**src/include/rv_core_consts.svh**
```systemverilog
`ifndef RV_CORE_CONSTS_SVH
`define RV_CORE_CONSTS_SVH

// Width of the data path and of every address.
`define XLEN 32

// First instruction fetched after reset.
`define RESET_PC 32'h8000_0000

// Architectural registers x0 to x31.
`define REG_COUNT 32

// Instruction memory size in 32-bit words.
`define IMEM_DEPTH 256

`endif

```
**src/hdl/rv_regfile.sv**
```systemverilog
`timescale 1ns/10ps
`include "rv_core_consts.svh"

module rv_regfile (
	input  logic                          clk,
	input  logic                          arst_n_i,
	input  logic [$clog2(`REG_COUNT)-1:0] rs1_addr_i,
	input  logic [$clog2(`REG_COUNT)-1:0] rs2_addr_i,
	input  logic                          wr_en_i,
	input  logic [$clog2(`REG_COUNT)-1:0] wr_addr_i,
	input  logic [`XLEN-1:0]              wr_data_i,
	output logic [`XLEN-1:0]              rs1_data_o,
	output logic [`XLEN-1:0]              rs2_data_o
);

	logic [`XLEN-1:0] regs [`REG_COUNT];

	always_ff @(posedge clk or negedge arst_n_i) begin
		if (!arst_n_i) begin
			for (int i = 0; i < `REG_COUNT; i++) begin
				regs[i] <= '0;
			end
		end else if (wr_en_i && wr_addr_i != '0) begin
			regs[wr_addr_i] <= wr_data_i;
		end
	end

	// Reads see the value from before a write in the same cycle.
	assign rs1_data_o = (rs1_addr_i == '0) ? '0 : regs[rs1_addr_i];
	assign rs2_data_o = (rs2_addr_i == '0) ? '0 : regs[rs2_addr_i];

	// Execute already drops writes to x0 before they reach this port.
	no_x0_write_a: assert property (
		@(posedge clk) disable iff (!arst_n_i)
		!(wr_en_i && wr_addr_i == '0)
	);

endmodule

```
**config.mk**
```make
export PLATFORM = sky130hd
export DESIGN_NAME = rv_regfile
export DESIGN_NICKNAME = d
export VERILOG_FILES = /design/src/hdl/rv_regfile.sv
export VERILOG_INCLUDE_DIRS = /design/src /design/src/include
export SDC_FILE = /design/constraint.sdc
export NUM_CORES = 2
export LEC_CHECK = 0
export BUFFER_PORTS_ARGS = -buffer_cell sky130_fd_sc_hd__clkbuf_2
export CAP_MARGIN = 20
export CORE_MARGIN = 2
export CORE_UTILIZATION = 50
export DETAILED_ROUTE_END_ITERATION = 7
export PLACE_DENSITY = 0.63
export SLEW_MARGIN = 5
export SYNTH_ARGS = -nofsm -noshare
export SYNTH_HDL_FRONTEND = slang
export SYNTH_SLANG_ARGS = --single-unit
```
**constraint.sdc**
```tcl
create_clock -name clk -period 2.1 [get_ports clk]
set_input_delay 0.21 -clock clk [delete_from_list [all_inputs] [get_ports clk]]
set_output_delay 0.21 -clock clk [all_outputs]
set_load 0.005 [all_outputs]
```
==> flow_summary.toml <==
[worst_setup_path]
crit_type = "in2out"
critPathCaptureType = "primary output"
r2r_slack_ns = 1.08
crit_fanout = 20
arrival_ns = 2.41
required_ns = 1.89
startpoint_type = "primary input"

[yosys]
yosys_warnings = 0
synth_area_leaders = "dfrtp_1 47%, mux2_2 22%, mux4_2 19%, mux2i_1 2.4%, buf_2 1.6%"
synth_top_area_cell = "dfrtp_1"
syn-cell-area_um2 = 54370
yosysTopAreaCellShare = 0.4713
synth_cells = 3621
syn_area_per_cell_um2 = 15.02
synth_cell_types = 35
synth_seq_cells = 1024
syn-num-nets = 3671
yosysSeqAreaShare = 0.4713

[pwr]
p_leak_nw = 28.42
vdd_drop_max_uv = 761.5
powerDensity_nw_per_um2 = 919.8

[finish]
nNetsFinal = 3919
final_cell_mix = "1024 x dfrtp_1, 1002 x mux2_2, 448 x mux4_2, 313 x buf_4, 136 x buf_12"
drive_gt1_frac = 0.6383
final_area_um2 = 65720
reg_top3 = "regs x1024"
fin_util = 0.6114
largest_reg_flops = 1024
area_delta_synth_final_pct = 20.88
largest_register = "regs"
fill_cells = 7862
final_common_cell = "dfrtp_1"

[placed_design]
routabilityCongestion = 0.8652
placed_cell_area_um2 = 60160
io_buffer_count = 113
dp_hpwl_mm = 120.4

[clocking]
clkSinkCount = 1024
cts.clk_slew.worst_paths_ns = 0.06
cts.path.max_buffers = 3
root_buffer = "clkbuf_16"
h-tree-depth = 3
cts_buffers = 113
cts_tree = "yes"
insertion_delay_ns = 0.70

[global_route]
grt_max_degree = 118
met2_usage = 0.5188
grt_use_met3 = 0.08472
grt_remaining_overflow = 0
grt_pass1_vias = 39430
grt_pass1_wl_mm = 275.1
grt_busiest_layer = "met2"
grt_use_total = 0.3397
grt_util_met1 = 0.4616
antenna_found_initial = 8

[floorplan]
dieArea_um2 = 111400
top_level_ports = 114
core_um2 = 107500
die_width_um = 333.8
fp-row-count = 120
start_util = 0.5057
dieHeight_um = 333.8

[drt]
ant_nets = 0
routed_via_density = 6.914
routed_wirelength_mm = 187.4
post_drt_wl_per_cell_um = 34.92
drt_iter0_drc = 3709
drc = 0
vias = 37100
dr.pass1.iters = 7

[sta]
slew_violations = 0
setup_slack_ns = -0.5234
period_minus_slack_ns = 2.623
relSlewSlack = 0.1448
period_share = 1.249
rsz0062_at_grt = "yes"
fin_setup_tns_ns = -24.85
fin_skew_ns = 0
setup_violations = 64
fmax_ghz = 0.3812
hold_violations = 0
worst_slew_pin_slew_ns = 1.280

[job]
max_cap_violations = 0

[run_status]
run_status = "complete, but fails checks"
violations = "negative setup slack"

[min_path]
hold_class = "in2async"
==> worst paths after layout <==
check                              startpoint             to  depth (start not counted)
worst max-delay path            rs2_addr_i[0]  rs2_data_o[0]                          7
worst min-delay path                 arst_n_i     regs[1021]                          3
worst max register to register      regs[784]      regs[784]                          3
worst min register to register      regs[995]      regs[995]                          0
max in group asynchronous            arst_n_i      regs[380]                          5
min in group clk                 wr_data_i[5]      regs[549]                          2
==> per-stage QoR <==
step                power (mW)  worst slack, ns  hold slack (ns)  std cells
finish                   60.45          -0.5234           0.1496       5366
global placement         37.95          -0.4557           0.1110       5166
detailed placement       38.88          -0.4461           0.1092       5166
CTS                      60.30          -0.4947           0.1426       5358
floorplan                34.16           0.2663         -0.08559       3621
global route             62.68          -0.5326           0.1662       5365
==> logic make-up (layout without fill, tap and decap cells) <==
kind of cell,count (synthesis),count (layout),share of synthesized area
compound gates,366,366,0.04842
flops,1024,1024,0.4713
simple gates,165,165,0.01611
other cells,0,4,0
mux,1632,1632,0.4279
buf+inv,434,772,0.03631
==> synthesized netlist by cell type (all sizes together) <==
cell     instances
clkbuf         225
nor2b           71
a311oi          64
mux2          1056
o2111ai         18
mux4           448
nand2b           5
or3              3
and2             2
nor2            19
nor3b            2
o21ai          110
a211oi          64
a22oi           64
mux2i          128
and3             1
nor4             1
nand2           49
buf            207
dfrtp         1024
inv              2
nand4b           3
nand3            1
nand4            1
nor3             3
or2              2
or4              2
a221oi          46
==> what timing repair did <==
action                                 4_1_cts  5_1_grt
hold buffers                                 2        0
cloned                                       0        0
pin swaps                                   81       48
endpoints found under the hold margin      469        0
buffers inserted                            21        6
resized for setup                          373       71
setup endpoints to repair                   64       64
==> cell type report <==
cell class                      count  area, um^2  share of cell area
Clock buffer                      165        3336             0.05075
Sequential cell                  1024       25620              0.3899
Timing Repair Buffer              565        5772             0.08782
Tap cell                         1403        1755             0.02671
Inverter                            2       10.01           0.0001523
Multi-Input combinational cell   2163       28720              0.4369
Antenna cell                        4       10.01           0.0001523
Clock inverter                     40       499.2            0.007596
==> worst max-delay path, cell delays in order <==
cell and delay [ns]:
buf_6 0.16, nor2_4 1.00, buf_4 0.37, a221oi_1 0.10
o21ai_1 0.18, a311oi_4 0.19, clkbuf_2 0.17
==> metal layers <==
metal,vias up,share of wire,wire length [um]
met1,20040,0.40,74120
met5,-,0.00021,40
li1,14610,-,-
met3,518,0.093,17510
met2,1933,0.46,85910
met4,6,0.052,9798
==> where the power goes <==
part	internal [mW]	switching [mW]
clock	12.3	8.34
combinational	7.96	5.45
sequential	23.5	2.92
(Power assumes the default switching activity.)
