**config.mk**
```make
export PLATFORM = sky130hd
export DESIGN_NAME = rv_execute
export DESIGN_NICKNAME = d
export VERILOG_FILES = /design/src/hdl/rv_core_pkg.sv /design/src/hdl/rv_execute.sv
export VERILOG_INCLUDE_DIRS = /design/src /design/src/include
export SDC_FILE = /design/constraint.sdc
export NUM_CORES = 1
export LEC_CHECK = 0
export ABC_AREA = 1
export CORE_ASPECT_RATIO = 0.5
export CORE_UTILIZATION = 55
export DETAILED_ROUTE_END_ITERATION = 7
export DONT_BUFFER_PORTS = 1
export PLACE_DENSITY = 0.8
export SLEW_MARGIN = 20
export SYNTH_ARGS = -nofsm -noshare
export SYNTH_HDL_FRONTEND = slang
export SYNTH_SLANG_ARGS = --single-unit
export TNS_END_PERCENT = 30
```
**constraint.sdc**
```tcl
create_clock -name vclk -period 4
set_clock_uncertainty 0.05 [all_clocks]
set_input_delay 0.8 -clock vclk [all_inputs]
set_output_delay 0.8 -clock vclk [all_outputs]
set_load 0.03 [all_outputs]
```
**src/include/rv_core_consts.svh**
```systemverilog
`ifndef RV_CORE_CONSTS_SVH
`define RV_CORE_CONSTS_SVH

// Width of the data path and of every address.
`define XLEN 32

// First instruction fetched after reset.
`define RESET_PC 32'h8000_0000

// Architectural registers x0 to x31.
`define REG_COUNT 32

// Instruction memory size in 32-bit words.
`define IMEM_DEPTH 256

`endif

```
**src/hdl/rv_core_pkg.sv**
```systemverilog
package rv_core_pkg;

	// Operation performed by the ALU in execute.
	typedef enum logic [3:0] {
		ALU_ADD    = 4'd0,
		ALU_SUB    = 4'd1,
		ALU_AND    = 4'd2,
		ALU_OR     = 4'd3,
		ALU_XOR    = 4'd4,
		ALU_SLL    = 4'd5,
		ALU_SRL    = 4'd6,
		ALU_SRA    = 4'd7,
		ALU_SLT    = 4'd8,
		ALU_SLTU   = 4'd9,
		ALU_PASS_B = 4'd10 // LUI result is the immediate itself.
	} alu_op_e;

	// Branch condition evaluated on rs1 and rs2.
	typedef enum logic [2:0] {
		BR_NONE = 3'd0,
		BR_EQ   = 3'd1,
		BR_NE   = 3'd2,
		BR_LT   = 3'd3,
		BR_GE   = 3'd4,
		BR_LTU  = 3'd5,
		BR_GEU  = 3'd6
	} branch_e;

	typedef enum logic {
		WB_ALU      = 1'b0,
		WB_PC_PLUS4 = 1'b1 // Link value for JAL and JALR.
	} wb_sel_e;

endpackage

```
**src/hdl/rv_execute.sv**
```systemverilog
`timescale 1ns/10ps
`include "rv_core_consts.svh"

module rv_execute (
	input  logic [`XLEN-1:0]              pc_i,
	input  logic [`XLEN-1:0]              op_a_i,
	input  logic [`XLEN-1:0]              op_b_i,
	input  logic [`XLEN-1:0]              imm_i,
	input  logic [`XLEN-1:0]              rs1_data_i,
	input  logic [`XLEN-1:0]              rs2_data_i,
	input  rv_core_pkg::alu_op_e          alu_op_i,
	input  rv_core_pkg::branch_e          branch_i,
	input  rv_core_pkg::wb_sel_e          wb_sel_i,
	input  logic                          is_jal_i,
	input  logic                          is_jalr_i,
	input  logic [$clog2(`REG_COUNT)-1:0] rd_addr_i,
	input  logic                          rd_we_i,
	output logic                          wr_en_o,
	output logic [$clog2(`REG_COUNT)-1:0] wr_addr_o,
	output logic [`XLEN-1:0]              wr_data_o,
	output logic                          jump_en_o,
	output logic [`XLEN-1:0]              jump_addr_o
);

	localparam int SHAMT_W = $clog2(`XLEN);

	logic [`XLEN-1:0]   alu_res;
	logic [SHAMT_W-1:0] shamt;
	logic [`XLEN-1:0]   pc_plus4;
	logic [`XLEN-1:0]   pc_target;
	logic               br_taken;

	assign shamt = op_b_i[SHAMT_W-1:0];

	always_comb begin
		case (alu_op_i)
			rv_core_pkg::ALU_ADD:    alu_res = op_a_i + op_b_i;
			rv_core_pkg::ALU_SUB:    alu_res = op_a_i - op_b_i;
			rv_core_pkg::ALU_AND:    alu_res = op_a_i & op_b_i;
			rv_core_pkg::ALU_OR:     alu_res = op_a_i | op_b_i;
			rv_core_pkg::ALU_XOR:    alu_res = op_a_i ^ op_b_i;
			rv_core_pkg::ALU_SLL:    alu_res = op_a_i << shamt;
			rv_core_pkg::ALU_SRL:    alu_res = op_a_i >> shamt;
			rv_core_pkg::ALU_SRA:    alu_res = $unsigned($signed(op_a_i) >>> shamt);
			rv_core_pkg::ALU_SLT:    alu_res = {{(`XLEN-1){1'b0}}, $signed(op_a_i) < $signed(op_b_i)};
			rv_core_pkg::ALU_SLTU:   alu_res = {{(`XLEN-1){1'b0}}, op_a_i < op_b_i};
			rv_core_pkg::ALU_PASS_B: alu_res = op_b_i;
			default:                 alu_res = '0;
		endcase
	end

	// Branches compare the raw register values, not the ALU operands.
	always_comb begin
		case (branch_i)
			rv_core_pkg::BR_EQ:  br_taken = rs1_data_i == rs2_data_i;
			rv_core_pkg::BR_NE:  br_taken = rs1_data_i != rs2_data_i;
			rv_core_pkg::BR_LT:  br_taken = $signed(rs1_data_i) < $signed(rs2_data_i);
			rv_core_pkg::BR_GE:  br_taken = $signed(rs1_data_i) >= $signed(rs2_data_i);
			rv_core_pkg::BR_LTU: br_taken = rs1_data_i < rs2_data_i;
			rv_core_pkg::BR_GEU: br_taken = rs1_data_i >= rs2_data_i;
			default:             br_taken = 1'b0;
		endcase
	end

	assign pc_plus4  = pc_i + `XLEN'd4;
	assign pc_target = pc_i + imm_i; // Shared by JAL and the conditional branches.

	assign jump_en_o   = is_jal_i | is_jalr_i | br_taken;
	assign jump_addr_o = is_jalr_i ? {alu_res[`XLEN-1:1], 1'b0} : pc_target;

	assign wr_en_o   = rd_we_i && (rd_addr_i != '0);
	assign wr_addr_o = rd_addr_i;
	assign wr_data_o = (wb_sel_i == rv_core_pkg::WB_PC_PLUS4) ? pc_plus4 : alu_res;

endmodule

```
==> flow_summary.json <==
{
  "first_iter_violations": 3420,
  "worst_setup_path_end_kind": "output port",
  "clkbuf_count": 0,
  "crit_type": "input port to output port",
  "min_path_type": "input port to output port",
  "start_util_pct": 56.9,
  "gp_congestion": 1.09,
  "status": "complete, no violations",
  "coreArea_mm2": 0.0255,
  "drv_slew": 0,
  "start_kind": "input port",
  "die_h_um": 117,
  "ios": 279,
  "drt-vias-per-instance": 6.37,
  "dp_hpwl_mm": 59.5,
  "yosysSeqAreaShare_pct": 0,
  "layout.area.seq_um2": 0,
  "post-route-period-util_pct": 100,
  "power_leakage_nw": 8.78,
  "fmax_ghz": 0.250,
  "syn_nets": 3294,
  "p_per_area_mw_per_mm2": 153,
  "syn_avg_cell_area_um2": 4.99,
  "nets": 3339,
  "overflow": 0,
  "min_path_cells": 0,
  "io_buffers": 0,
  "tightest_slew_ns": 0.924,
  "holdWs_ns": 1.55,
  "dieWidth_um": 232,
  "crit_path_max_fanout": 68,
  "drive_above_1_share_pct": 8.28,
  "seq_cell_count": 0,
  "tns_ns": 0,
  "rsz0062_at_grt": "false",
  "ant_nets": 0,
  "grt_pass1_wl_mm": 106,
  "whs_endpoint": "wr_addr_o[3]",
  "required_ns": 3.15,
  "area_delta_synth_final_pct": 9.54,
  "fin_crit_ns": 4.00,
  "syn_area_mm2": 0.0145,
  "cap_violations": 0,
  "num_rows": 41,
  "drc": 0,
  "max-slew-margin-rel_pct": 38.2,
  "avgRoutedWirePerCell_um": 22.0,
  "grt_max_degree": 71,
  "die-area_mm2": 0.0271,
  "ys.warnings.count": 0,
  "grt_pass1_vias": 18500,
  "hold_viol": 0,
  "vias": 21100,
  "worstHoldStart": "rd_addr_i[3]",
  "setup_viol": 0,
  "antenna_found_initial": 5,
  "crit_path_start": "op_b_i[1]",
  "globalRouteTotalUtil_pct": 51.2,
  "vdd_ir_drop_max_mv": 0.131,
  "cp.arrival_ns": 3.15,
  "drt-total-wl_mm": 72.7,
  "synthCells": 2915,
  "drtPass1Iterations": 8,
  "synth_cell_types": 55
}
## stage by stage
step	instances	instance area, um^2	power, mW	setup slack [ns]	util, %
after CTS	3302	15800	2.30	0.0824	61.9
after global routing	3305	15900	2.60	0.000346	62.3
after detailed placement	3302	15800	2.29	0.0885	61.9
final	3308	15900	2.44	0.00195	62.3
after floorplan	2915	14500	1.53	0.0655	-
after global placement	3302	15800	2.27	0.0767	61.9
## worst max path at each step
stage / to / slack, ns / cells past startpoint
floorplan: wr_data_o[13] / 0.07 / 15
global placement: jump_addr_o[21] / 0.08 / 17
detailed placement: wr_data_o[30] / 0.09 / 18
CTS: wr_data_o[30] / 0.08 / 18
global route: wr_data_o[0] / 0.0003 / 17
finish: wr_data_o[11] / 0.002 / 13
## worst max-delay path, cell delays in order
cell	delay (ns)
inv_2	0.13
buf_12	0.28
nand3_1	0.14
nand3_1	0.12
nand3_1	0.42
nand3_1	0.29
nand3_1	0.11
nor2_1	0.13
buf_4	0.18
nand3_1	0.17
nand2_1	0.11
nand2_1	0.06
buf_4	0.16
## report_power, final
group          internal (mW)  switching [mW]   total (mW)
clock            0.000000167               0  0.000000167
sequential                 0               0            0
combinational          0.805            1.63         2.44
total                  0.805            1.63         2.44
## cells by family after synthesis
logic type,count (synthesis),share of synthesized area [%]
buffers and inverters,504,14.2
adders and majority gates,171,14.9
and+or+nand+nor,1809,54.0
AOI/OAI and AO/OA,414,15.9
xor gates and xnor gates,17,1.02
## synthesized netlist by cell type, types with 4 or more instances
library cell	count	area [um^2]
nand2_1	940	3530
nand3_1	471	2360
inv_1	377	1420
nor2_1	233	875
ha_1	168	2100
a21oi_1	158	791
o21ai_0	132	661
buf_2	51	255
nor3_1	44	220
nand4_1	38	238
o22ai_1	37	231
clkbuf_1	33	124
o211ai_1	24	180
o21ai_1	18	90.1
and2_1	15	93.8
buf_4	14	105
o21bai_1	14	105
inv_2	12	45.0
xor2_1	12	105
nand2_2	11	68.8
nand3b_1	10	75.1
nor4_1	10	62.6
nor2_2	9	56.3
or2_2	7	43.8
a21boi_0	6	45.0
buf_6	6	67.6
buf_1	5	18.8
xnor2_1	5	43.8
nand2_4	4	45.0
nor2_4	4	45.0
o21a_1	4	30.0
## cells in the final DEF, fill, tap and decap left out, types with 21 or more instances in the layout
master,synthesis,final
a21oi_1,158,158
buf_4,14,134
nor3_1,44,44
o211ai_1,24,24
o22ai_1,37,37
ha_1,168,161
inv_1,377,377
nand4_1,38,38
o21ai_0,132,130
buf_12,0,21
nand3_1,471,464
nor2_1,233,228
nand2_1,940,936
## area by class of cell
type                            count  area (um^2)
Antenna cell                        6         15.0
Timing Repair Buffer              155         1430
Tap cell                          344          430
Fill cell                        2643         9630
Multi-Input combinational cell   2411        12600
Inverter                          392         1480
## metal layers
layer	vias to the layer above	GRT usage [%]	part of all wire, %
met5	-	0	0
met2	1726	76.0	39
met1	9399	64.3	38
li1	9646	-	-
met3	313	22.5	18
met4	0	21.8	5.2
## what timing repair did
item,4_1_cts,5_1_grt
setup endpoints to repair,0,34
resized for setup,0,29
hold buffers,0,0
setup buffers,0,0
Note: power is estimated with default switching activity, not from simulation.
