## config.mk

```make
export PLATFORM = sky130hd
export DESIGN_NAME = rv_decode
export DESIGN_NICKNAME = d
export VERILOG_FILES = /design/src/hdl/rv_core_pkg.sv /design/src/hdl/rv_decode.sv
export VERILOG_INCLUDE_DIRS = /design/src /design/src/include
export SDC_FILE = /design/constraint.sdc
export NUM_CORES = 1
export LEC_CHECK = 0
export ABC_AREA = 1
export BUFFER_PORTS_ARGS = -buffer_cell sky130_fd_sc_hd__clkbuf_2
export CAP_MARGIN = 10
export CORE_AREA = 2 2 122 124
export DETAILED_ROUTE_END_ITERATION = 7
export DIE_AREA = 0 0 124 126
export GPL_TIMING_DRIVEN = 0
export RECOVER_POWER = 25
export SLEW_MARGIN = 20
export SYNTH_ARGS = -nofsm -noshare
export SYNTH_HDL_FRONTEND = slang
export SYNTH_SLANG_ARGS = --single-unit
```

## constraint.sdc

```tcl
create_clock -name vclk -period 1.75
set_clock_uncertainty 0.2 [all_clocks]
set_input_delay 0.0875 -clock vclk [all_inputs]
set_output_delay 0.0875 -clock vclk [all_outputs]
set_load 0.02 [all_outputs]
```

## src/include/rv_core_consts.svh

```systemverilog
`ifndef RV_CORE_CONSTS_SVH
`define RV_CORE_CONSTS_SVH

// Width of the data path and of every address.
`define XLEN 32

// First instruction fetched after reset.
`define RESET_PC 32'h8000_0000

// Architectural registers x0 to x31.
`define REG_COUNT 32

// Instruction memory size in 32-bit words.
`define IMEM_DEPTH 256

`endif

```

## src/hdl/rv_core_pkg.sv

```systemverilog
package rv_core_pkg;

	// Operation performed by the ALU in execute.
	typedef enum logic [3:0] {
		ALU_ADD    = 4'd0,
		ALU_SUB    = 4'd1,
		ALU_AND    = 4'd2,
		ALU_OR     = 4'd3,
		ALU_XOR    = 4'd4,
		ALU_SLL    = 4'd5,
		ALU_SRL    = 4'd6,
		ALU_SRA    = 4'd7,
		ALU_SLT    = 4'd8,
		ALU_SLTU   = 4'd9,
		ALU_PASS_B = 4'd10 // LUI result is the immediate itself.
	} alu_op_e;

	// Branch condition evaluated on rs1 and rs2.
	typedef enum logic [2:0] {
		BR_NONE = 3'd0,
		BR_EQ   = 3'd1,
		BR_NE   = 3'd2,
		BR_LT   = 3'd3,
		BR_GE   = 3'd4,
		BR_LTU  = 3'd5,
		BR_GEU  = 3'd6
	} branch_e;

	typedef enum logic {
		WB_ALU      = 1'b0,
		WB_PC_PLUS4 = 1'b1 // Link value for JAL and JALR.
	} wb_sel_e;

endpackage

```

## src/hdl/rv_decode.sv

```systemverilog
`timescale 1ns/10ps
`include "rv_core_consts.svh"

module rv_decode (
	input  logic [`XLEN-1:0]              pc_i,
	input  logic [`XLEN-1:0]              inst_i,
	input  logic [`XLEN-1:0]              rs1_data_i,
	input  logic [`XLEN-1:0]              rs2_data_i,
	output logic [$clog2(`REG_COUNT)-1:0] rs1_addr_o,
	output logic [$clog2(`REG_COUNT)-1:0] rs2_addr_o,
	output logic [$clog2(`REG_COUNT)-1:0] rd_addr_o,
	output logic [`XLEN-1:0]              imm_o,
	output logic [`XLEN-1:0]              op_a_o,
	output logic [`XLEN-1:0]              op_b_o,
	output logic [`XLEN-1:0]              rs1_data_o,
	output logic [`XLEN-1:0]              rs2_data_o,
	output rv_core_pkg::alu_op_e          alu_op_o,
	output rv_core_pkg::branch_e          branch_o,
	output rv_core_pkg::wb_sel_e          wb_sel_o,
	output logic                          is_jal_o,
	output logic                          is_jalr_o,
	output logic                          rd_we_o
);

	localparam logic [6:0] OPC_LUI    = 7'b0110111;
	localparam logic [6:0] OPC_AUIPC  = 7'b0010111;
	localparam logic [6:0] OPC_JAL    = 7'b1101111;
	localparam logic [6:0] OPC_JALR   = 7'b1100111;
	localparam logic [6:0] OPC_BRANCH = 7'b1100011;
	localparam logic [6:0] OPC_OP_IMM = 7'b0010011;
	localparam logic [6:0] OPC_OP     = 7'b0110011;

	logic [6:0]       opcode;
	logic [2:0]       funct3;
	logic [6:0]       funct7;
	logic [9:0]       funct;
	logic [`XLEN-1:0] imm_i_type;
	logic [`XLEN-1:0] imm_u_type;
	logic [`XLEN-1:0] imm_b_type;
	logic [`XLEN-1:0] imm_j_type;

	assign opcode = inst_i[6:0];
	assign funct3 = inst_i[14:12];
	assign funct7 = inst_i[31:25];
	assign funct  = {funct7, funct3};

	assign rs1_addr_o = inst_i[19:15];
	assign rs2_addr_o = inst_i[24:20];
	assign rd_addr_o  = inst_i[11:7];

	assign rs1_data_o = rs1_data_i;
	assign rs2_data_o = rs2_data_i;

	assign imm_i_type = {{(`XLEN-12){inst_i[31]}}, inst_i[31:20]};
	assign imm_u_type = {inst_i[31:12], {(`XLEN-20){1'b0}}};
	assign imm_b_type = {{(`XLEN-12){inst_i[31]}}, inst_i[7], inst_i[30:25], inst_i[11:8], 1'b0};
	assign imm_j_type = {{(`XLEN-20){inst_i[31]}}, inst_i[19:12], inst_i[20], inst_i[30:21], 1'b0};

	// Defaults describe a no-op, so any encoding not matched below writes nothing.
	always_comb begin
		alu_op_o  = rv_core_pkg::ALU_ADD;
		branch_o  = rv_core_pkg::BR_NONE;
		wb_sel_o  = rv_core_pkg::WB_ALU;
		is_jal_o  = 1'b0;
		is_jalr_o = 1'b0;
		rd_we_o   = 1'b0;
		imm_o     = '0;
		op_a_o    = rs1_data_i;
		op_b_o    = rs2_data_i;
		case (opcode)
			OPC_LUI: begin
				imm_o    = imm_u_type;
				op_b_o   = imm_u_type;
				alu_op_o = rv_core_pkg::ALU_PASS_B;
				rd_we_o  = 1'b1;
			end
			OPC_AUIPC: begin
				imm_o   = imm_u_type;
				op_a_o  = pc_i;
				op_b_o  = imm_u_type;
				rd_we_o = 1'b1;
			end
			OPC_JAL: begin
				imm_o    = imm_j_type;
				op_a_o   = pc_i;
				op_b_o   = imm_j_type;
				wb_sel_o = rv_core_pkg::WB_PC_PLUS4;
				is_jal_o = 1'b1;
				rd_we_o  = 1'b1;
			end
			OPC_JALR: begin
				if (funct3 == 3'b000) begin
					imm_o     = imm_i_type;
					op_b_o    = imm_i_type;
					wb_sel_o  = rv_core_pkg::WB_PC_PLUS4;
					is_jalr_o = 1'b1;
					rd_we_o   = 1'b1;
				end
			end
			OPC_BRANCH: begin
				imm_o = imm_b_type;
				case (funct3)
					3'b000:  branch_o = rv_core_pkg::BR_EQ;
					3'b001:  branch_o = rv_core_pkg::BR_NE;
					3'b100:  branch_o = rv_core_pkg::BR_LT;
					3'b101:  branch_o = rv_core_pkg::BR_GE;
					3'b110:  branch_o = rv_core_pkg::BR_LTU;
					3'b111:  branch_o = rv_core_pkg::BR_GEU;
					default: branch_o = rv_core_pkg::BR_NONE;
				endcase
			end
			OPC_OP_IMM: begin
				imm_o   = imm_i_type;
				op_b_o  = imm_i_type;
				rd_we_o = 1'b1;
				casez (funct)
					10'b???????_000: alu_op_o = rv_core_pkg::ALU_ADD;
					10'b???????_010: alu_op_o = rv_core_pkg::ALU_SLT;
					10'b???????_011: alu_op_o = rv_core_pkg::ALU_SLTU;
					10'b???????_100: alu_op_o = rv_core_pkg::ALU_XOR;
					10'b???????_110: alu_op_o = rv_core_pkg::ALU_OR;
					10'b???????_111: alu_op_o = rv_core_pkg::ALU_AND;
					10'b0000000_001: alu_op_o = rv_core_pkg::ALU_SLL;
					10'b0000000_101: alu_op_o = rv_core_pkg::ALU_SRL;
					10'b0100000_101: alu_op_o = rv_core_pkg::ALU_SRA;
					default:         rd_we_o  = 1'b0; // Bad shift encoding.
				endcase
			end
			OPC_OP: begin
				rd_we_o = 1'b1;
				case (funct)
					10'b0000000_000: alu_op_o = rv_core_pkg::ALU_ADD;
					10'b0100000_000: alu_op_o = rv_core_pkg::ALU_SUB;
					10'b0000000_001: alu_op_o = rv_core_pkg::ALU_SLL;
					10'b0000000_010: alu_op_o = rv_core_pkg::ALU_SLT;
					10'b0000000_011: alu_op_o = rv_core_pkg::ALU_SLTU;
					10'b0000000_100: alu_op_o = rv_core_pkg::ALU_XOR;
					10'b0000000_101: alu_op_o = rv_core_pkg::ALU_SRL;
					10'b0100000_101: alu_op_o = rv_core_pkg::ALU_SRA;
					10'b0000000_110: alu_op_o = rv_core_pkg::ALU_OR;
					10'b0000000_111: alu_op_o = rv_core_pkg::ALU_AND;
					default:         rd_we_o  = 1'b0;
				endcase
			end
			default: begin
				rd_we_o = 1'b0;
			end
		endcase
	end

endmodule

```

==> impl_metrics.py, run 1 <==
metrics = {
    "floorplan": {
        "core_area_sq_um": 14310,
        "dieArea_sq_um": 15620,
        "rows": 44,
        "initial_utilization_pct": 15.94,
        "io_pins": 314,
        "die_y_microns": 126,
        "die_x_microns": 124,
    },
    "global_routing": {
        "grt_antenna_before_repair": 0,
        "grt_max_degree": 11,
        "grt_pass1_vias": 3237,
        "grt_pass1_wl_microns": 17540,
        "grt_usage_pct": 14.15,
        "gr-total-overflow": 0,
    },
    "synth": {
        "ys_types": 27,
        "syn_nets": 532,
        "yosys_warnings": 0,
        "syn_area_sq_um": 2282,
        "syn_inst": 404,
        "ys_seq_area_share_pct": 0,
        "avgSynthCellArea_sq_um": 5.649,
    },
    "route": {
        "antenna_left": 0,
        "route.vias.total": 3670,
        "drc": 0,
        "viasPerCell": 4.011,
        "routed_wl_microns": 12510,
        "drt_iter0_drc": 159,
        "drtPass1Iterations": 5,
        "wire_per_inst_microns": 13.67,
    },
    "status": {
        "outcome": "complete, but fails checks",
        "failed_checks": "setup timing",
    },
    "cells_and_area": {
        "seq_cell_count": 0,
        "drive_above_1_share_pct": 62.65,
        "nNetsFinal": 861,
        "n_antenna_cell": 0,
        "n_fill_cell": 1639,
        "syn2layout_area_growth_pct": 102.0,
        "final_cells": 915,
        "utilization_pct": 32.20,
        "register_area_sq_um": 0,
        "clockBufferCount": 0,
    },
    "place": {
        "dpl.cell_count": 901,
        "io_buffers": 313,
        "dp_hpwl_microns": 10900,
        "gp_congestion": 0.9113,
        "dp_slack_ns": -0.1857,
    },
    "sta": {
        "rsz0062_at_grt": "yes",
        "setup_violations": 1,
        "tightest_slew_ns": 0.3362,
        "max_slew_margin_pct": 77.44,
        "worst_slack_ns": -0.01319,
        "fin_crit_sh_pct": 100.8,
        "fin_crit_ns": 1.763,
        "finalHoldViolCount": 0,
        "slew_violations": 0,
        "max_freq_mhz": 567.2,
    },
    "worst_setup_path": {
        "path_cells": "buf_2 -> inv_1 -> nor3_2 -> nand2_4 -> nand2_8 -> buf_8 -> mux2_1 -> clkbuf_2",
        "worst_path_largest_cell_delay_ns": 0.37,
        "crit_cells": 8,
        "timing.critical_path.buf_inv": 4,
        "cp-end-kind": "primary output",
        "critPathLaunchType": "primary input",
        "crit_family": "simple AND/OR/NAND/NOR gates",
        "crit_required_ns": 1.46,
        "slowest_stage": "mux2_1",
        "crit_arrival_ns": 1.48,
        "crit_fanout": 10,
        "crit_type": "primary input to primary output",
    },
    "min_path": {
        "min_path_cells": 4,
        "hp-class": "primary input to primary output",
    },
    "power": {
        "p_per_area_nw_per_um2": 226.9,
        "ir_drop_v": 0.00009596,
        "p_leak_nw": 2.922,
    },
    "run": {
        "maxCapViolations": 0,
    },
    "cts": {
        "hold_buffers": 0,
    },
}
[kinds of logic after synthesis]
group           count (synthesis)  share of synthesized area, %
mux                            32                         15.79
buf+inv                       125                         35.03
compound gates                 29                         7.511
simple gates                  218                         41.67
[cell usage in the layout (no fill, tap or decap), types with 4 or more instances in the layout]
master / instances
clkbuf_2: 233
clkbuf_4: 4
buf_4: 95
nor2_2: 9
nand3_1: 15
clkbuf_1: 29
nand2_4: 4
nand2_1: 115
nand3b_1: 6
o21ai_0: 9
buf_6: 35
inv_2: 8
buf_2: 17
mux2_1: 29
inv_1: 23
a21oi_1: 10
nand2_2: 22
nor2_1: 25
nor2_4: 10
[metrics by stage]
stage | hold WS, ns | total power [mW] | instance area (sq um) | TNS (ns)
2_1_floorplan | 0.08759 | 0.5524 | 2282 | 0
3_3_place_gp | 0.2941 | 0.9544 | 4079 | -2.716
3_5_place_dp | 0.2967 | 0.9579 | 4079 | -3.417
4_1_cts | 0.2967 | 0.9689 | 4174 | 0
5_1_grt | 0.3076 | 1.120 | 4609 | -1.843
6_report | 0.2808 | 1.046 | 4609 | -0.01319
[layer usage]
metal	track usage [%]	routed length, microns	up-vias
li1	-	-	1861
met5	0	0	-
met1	19.87	5565	1647
met2	24.43	6117	154
met4	1.256	114	0
met3	1.042	715	8
[cell type report]
type | count | area [sq um] | area share [%]
Buffer | 90 | 706.9 | 15.34
Inverter | 35 | 138.9 | 3.013
Multi-Input combinational cell | 279 | 1673 | 36.29
Tap cell | 184 | 230.2 | 4.995
Timing Repair Buffer | 327 | 1861 | 40.36
[path summary, 6_finish.rpt]
kind	start	endpoint	slack, ns
max	inst_i[2]	op_a_o[1]	-0.01
min	rs2_data_i[21]	op_b_o[21]	0.28
[what timing repair did]
item                       4_1_cts  5_1_grt
setup buffers                    5        6
gates resized for setup         14      182
gates cloned                     0        3
pin swaps                        2        8
setup endpoints to repair       72       92
[cells in the mapped netlist (2+ instances only)]
library cell	count	share of area (%)
a21oi_1	11	2.4
buf_2	3	0.66
nor3_1	3	0.66
nor2_1	39	6.4
inv_1	28	4.6
mux2_2	2	0.99
nor3_2	2	0.88
a22oi_1	2	0.66
nor2_4	3	1.5
buf_4	87	29
nand2_2	4	1.1
nand2_1	136	22
o21ai_0	12	2.6
nand3b_1	6	2.0
nand3_1	18	3.9
inv_2	6	0.99
nor2_2	2	0.55
nand2_4	2	0.99
mux2_1	30	15
[power by group]
group	leakage, nW	switching, mW	internal, mW	total [mW]
Clock	0	0	0	0
Sequential	0	0	0	0
Combinational	2.92	0.584	0.461	1.05
Total	2.92	0.584	0.461	1.05
[tightest hold or removal path, cell delays in order]
cell      delay, ns
clkbuf_2       0.09
nand2_1        0.06
nand3_2        0.06
buf_6          0.11
Power figures use the tool's default switching activity.
==> run 2, diff against run 1 <==
clock period = 2.1 ns   (was 1.75 ns; I/O delays follow)
==> run 2 against run 1 <==
Sequential cell count unchanged; sequential share of layout area unchanged; die area unchanged; first-iteration DRC count up 9.4%; final area down 13%; via count down 3.7%; combinational power down 26%; global-route usage down 0.065 points; power down 25%; final cell count down 1.5%; utilization down 4.1 points; critical path depth unchanged; the run now ends clean.
==> impl_metrics.py, run 2 (same netlist as run 1, synthesis figures left out) <==
metrics = {
    "global_routing": {
        "gr-total-overflow": 0,
        "grt_pass1_vias": 3192,
        "grt_antenna_before_repair": 1,
        "grt_max_degree": 11,
        "use_met1_pct": 19.65,
        "gr-usage-met2_pct": 24.31,
        "grt_usage_pct": 14.09,
        "grt_pass1_wl_microns": 17440,
        "top_usage_layer": "met2",
        "use_met3_pct": 1.495,
    },
    "route": {
        "drtPass1Iterations": 4,
        "viasPerCell": 3.922,
        "wire_per_inst_microns": 13.40,
        "drc": 0,
        "drt_iter0_drc": 174,
        "route.vias.total": 3534,
        "routed_wl_microns": 12070,
        "antenna_left": 0,
    },
    "worst_setup_path": {
        "crit_arrival_ns": 1.63,
        "crit_required_ns": 1.79,
        "crit_type": "primary input to primary output",
        "crit_fanout": 10,
        "critPathLaunchType": "primary input",
        "cp-end-kind": "primary output",
    },
    "cells_and_area": {
        "syn2layout_area_growth_pct": 76.21,
        "seq_cell_count": 0,
        "nNetsFinal": 847,
        "final_common_cell": "clkbuf_2",
        "n_antenna_cell": 0,
        "final_cell_mix": "267 x clkbuf_2, 136 x nand2_1, 87 x buf_4, 46 x clkbuf_1, 39 x nor2_1",
        "drive_above_1_share_pct": 53.00,
        "register_area_sq_um": 0,
        "clockBufferCount": 0,
        "n_fill_cell": 1718,
    },
    "sta": {
        "finalHoldViolCount": 0,
        "tightest_slew_ns": 0.4646,
        "worst_slack_ns": 0.1687,
        "slew_violations": 0,
        "max_freq_mhz": 517.8,
        "fin_crit_ns": 1.931,
        "max_slew_margin_pct": 68.70,
        "setup_tns_ns": 0,
        "setup_violations": 0,
        "fin_crit_sh_pct": 91.97,
        "rsz0062_at_grt": "no",
    },
    "floorplan": {
        "io_pins": 314,
        "core_area_sq_um": 14310,
        "dieArea_sq_um": 15620,
        "initial_utilization_pct": 15.94,
        "rows": 44,
        "die_y_microns": 126,
        "die_x_microns": 124,
    },
    "min_path": {
        "hp-class": "primary input to primary output",
    },
    "cts": {
        "post_cts_buffers": 0,
        "hold_buffers": 0,
        "cts_resized": 0,
    },
    "power": {
        "p_leak_nw": 2.679,
        "p_per_area_nw_per_um2": 194.5,
        "ir_drop_v": 0.00007306,
        "total_power_mw": 0.7820,
    },
    "place": {
        "gp_congestion": 0.9113,
        "io_buffers": 313,
        "dp_slack_ns": 0.1293,
        "dp_hpwl_microns": 10900,
    },
    "status": {
        "outcome": "finished clean",
    },
    "run": {
        "maxCapViolations": 0,
    },
}
## run 2: changes by cell type in the layout (fill, tap and decap cells not counted), sizes merged
| cell | change |
|---|---|
| buf | -61 |
| clkbuf | +47 |
## run 2: worst max-delay path: stages
cell      delay (ns)
clkbuf_2        0.08
nand2_1         0.10
nor3_2          0.19
nand2_1         0.26
a21oi_4         0.38
nor2_2          0.16
o21ai_0         0.13
clkbuf_2        0.21
## run 2: path summary, 6_finish.rpt
check / start / endpoint / slack [ns] / depth (start not counted)
worst max-delay path: inst_i[1] / imm_o[14] / 0.17 / 8
worst min-delay path: rs1_data_i[13] / rs1_data_o[13] / 0.33 / 3
## run 2: layout make-up
| cell class | instances | area (sq um) | share of cell area, % |
|---|---|---|---|
| well taps | 184 | 230.2 | 5.725 |
| multi-input cells | 279 | 1483 | 36.87 |
| plain buffers | 90 | 668.1 | 16.61 |
| inverters | 35 | 131.4 | 3.267 |
| repair buffers | 313 | 1509 | 37.52 |
## run 2: through the flow
stage               instances  hold slack (ns)  util [%]  instance area [sq um]
global placement          901           0.3291     28.50                   4079
global route              901           0.3618     28.09                   4021
detailed placement        901           0.3317     28.50                   4079
finish                    901           0.3322     28.09                   4021
CTS                       901           0.3317     28.50                   4079
floorplan                 404           0.1226         -                   2282
## run 2: metal layers
metal  wire, microns  part of all wire, %
met5              17                 0.14
met4              57                 0.47
met3             706                  5.8
met2            5839                   48
met1            5453                   45
## run 2: power breakdown
part / internal, mW / total (mW) / leakage (nW) / switching, mW
logic: 0.325 / 0.782 / 2.68 / 0.457
clock network: 0 / 0 / 0 / 0
registers: 0 / 0 / 0 / 0
total: 0.325 / 0.782 / 2.68 / 0.457
==> run 3, diff against run 2 <==
--- a/config.mk
+++ b/config.mk
@@ -8,8 +8,8 @@
 export LEC_CHECK = 0
-export ABC_AREA = 1
+export ABC_AREA = 0
 export BUFFER_PORTS_ARGS = -buffer_cell sky130_fd_sc_hd__clkbuf_2
 export CAP_MARGIN = 10
-export CORE_AREA = 2 2 122 124
+export CORE_AREA = 2 2 120 122
 export DETAILED_ROUTE_END_ITERATION = 7
-export DIE_AREA = 0 0 124 126
+export DIE_AREA = 0 0 122 124
 export GPL_TIMING_DRIVEN = 0
==> constraint.sdc (replaced) <==
create_clock -name vclk -period 2.1
set_clock_uncertainty 0.2 [all_clocks]
set_input_delay 0.21 -clock vclk [all_inputs]
set_output_delay 0.21 -clock vclk [all_outputs]
set_load 0.02 [all_outputs]
==> run 3 against run 2 <==
The run now ends with setup timing left; final area is 35% higher; global-route usage is 2.2 points higher; via count is 0.14% higher; synthesized cell count is 29% lower; critical path depth stayed put; clock-buffer cell count stayed put; final cell count is 9.7% lower; sequential cell count stayed put.
==> impl_metrics.py, run 3 <==
metrics = {
    "power": {
        "total_power_mw": 1.056,
        "ir_drop_v": 0.00009952,
        "p_per_area_nw_per_um2": 193.9,
        "p_leak_nw": 2.994,
    },
    "floorplan": {
        "rows": 43,
        "die_x_microns": 122,
        "dieArea_sq_um": 15130,
        "core_area_sq_um": 13720,
        "die_y_microns": 124,
        "initial_utilization_pct": 15.25,
        "io_pins": 314,
    },
    "global_routing": {
        "grt_antenna_before_repair": 0,
        "grt_pass1_wl_microns": 18910,
        "grt_pass1_vias": 3236,
        "grt_usage_pct": 16.29,
        "use_met3_pct": 2.930,
        "grt_max_degree": 11,
        "gr-total-overflow": 0,
        "top_usage_layer": "met2",
        "use_met1_pct": 18.94,
        "gr-usage-met2_pct": 32.16,
    },
    "worst_setup_path": {
        "crit_required_ns": 1.69,
        "cp-end-kind": "primary output",
        "crit_type": "primary input to primary output",
        "crit_arrival_ns": 1.86,
        "worst_path_largest_cell_delay_ns": 0.39,
        "path_cells": "buf_8 -> or3_4 -> a211o_1 -> inv_2 -> nor2_4 -> buf_6 -> a221o_1 -> clkbuf_8",
        "crit_fanout": 8,
        "critPathLaunchType": "primary input",
        "slowest_stage": "or3_4",
    },
    "route": {
        "antenna_left": 0,
        "wire_per_inst_microns": 17.70,
        "viasPerCell": 4.348,
        "drtPass1Iterations": 4,
        "drt_iter0_drc": 99,
        "routed_wl_microns": 14400,
        "drc": 0,
        "route.vias.total": 3539,
    },
    "synth": {
        "synthXorXnorAreaFrac_pct": 0.8373,
        "yosys.area_share.simple_pct": 17.88,
        "synth_top_family_by_area": "buffers and inverters",
        "netlist_top_cells_area": "buf_4 30%, mux2_2 18%, a221o_1 11%, a22o_1 6.3%, nand2_1 5.9%",
        "synthMuxAreaShare_pct": 18.24,
        "ys_seq_area_share_pct": 0,
        "synth_top_area_cell": "buf_4",
        "avgSynthCellArea_sq_um": 7.340,
        "syn_inst": 285,
        "synth_compound_area_share_pct": 27.69,
        "ys_types": 47,
        "syn_nets": 413,
        "synth_commonest_cells": "84 x buf_4, 33 x mux2_2, 33 x nand2_1",
        "yosysMostFrequentCell": "buf_4",
        "synth_top_area_share_pct": 30.14,
        "synthAdderAreaFrac_pct": 0,
        "syn_area_sq_um": 2092,
        "yosys_warnings": 0,
    },
    "sta": {
        "max_slew_margin_pct": 61.38,
        "worst_slack_ns": -0.1652,
        "setup_tns_ns": -5.266,
        "fin_crit_ns": 2.265,
        "finalHoldViolCount": 0,
        "setup_violations": 85,
        "rsz0062_at_grt": "yes",
        "fin_crit_sh_pct": 107.9,
        "tightest_slew_ns": 0.5792,
        "hold-worst-slack_ns": 0.5350,
        "slew_violations": 0,
        "max_freq_mhz": 441.5,
    },
    "place": {
        "place_area_sq_um": 3882,
        "gp_congestion": 0.7849,
        "io_buffers": 312,
        "dp_hpwl_microns": 11220,
    },
    "cells_and_area": {
        "syn2layout_area_growth_pct": 160.2,
        "finalInstanceArea_sq_um": 5444,
        "nNetsFinal": 764,
        "clockBufferCount": 0,
        "drive_above_1_share_pct": 78.23,
        "final_cell_mix": "200 x clkbuf_2, 102 x buf_4, 45 x buf_6, 35 x buf_8",
        "n_fill_cell": 1414,
        "final_common_cell": "clkbuf_2",
        "register_area_sq_um": 0,
        "n_antenna_cell": 0,
        "seq_cell_count": 0,
    },
    "min_path": {
        "hp-class": "primary input to primary output",
    },
    "run": {
        "maxCapViolations": 0,
    },
    "cts": {
        "hold_buffers": 0,
    },
    "status": {
        "failed_checks": "setup timing",
        "outcome": "complete, but fails checks",
    },
}
run 3: logic make-up after synthesis:
| kind of cell | Yosys count |
|---|---|
| compound gates | 70 |
| xor+xnor | 2 |
| buf+inv | 106 |
| mux | 34 |
| simple gates | 73 |
run 3: worst paths after layout:
kind / from / to / slack, ns / depth (start not counted)
worst max-delay path: inst_i[14] / op_b_o[26] / -0.17 / 8
worst min-delay path: pc_i[5] / op_a_o[5] / 0.54 / 3
run 3: worst max-delay path: cells and delay by family:
family	cells	cell delay, ns
AO/OA/AOI/OAI	2	0.66
buffers and inverters	4	0.50
AND/OR/NAND/NOR	2	0.47
run 3: repair_timing:
item                                    4_1_cts  5_1_grt
gates resized for setup                     213      156
gates cloned                                  8        1
endpoints found under the setup margin      102      101
buffers inserted                             24        9
endpoints found under the hold margin         0        0
pin swaps                                    12       25
run 3: layout make-up:
type | count | area, sq um | area share, %
repair buffers | 350 | 2701 | 49.62
multi-input cells | 180 | 1709 | 31.40
plain buffers | 98 | 785.8 | 14.43
well taps | 180 | 225.2 | 4.137
inverters | 6 | 22.52 | 0.4137
run 3: per-stage QoR:
stage	cells	util [%]	worst slack (ns)
after floorplan	285	-	0.008523
after global routing	814	39.68	-0.2006
after CTS	808	37.25	-0.1507
after detailed placement	777	28.30	-0.6151
final	814	39.68	-0.1652
after global placement	777	28.30	-0.6039
run 3: per-layer routing:
metal	vias up	part of all wire, %	wire (microns)
li1	1671	-	-
met1	1647	37	5369
met2	215	54	7746
met3	6	8.3	1199
met4	0	0.61	88
met5	-	0	0
run 3: where the power goes:
part | internal (mW) | switching, mW | leakage, nW
combinational | 0.540 | 0.516 | 2.99
sequential | 0 | 0 | 0
clock | 0 | 0 | 0
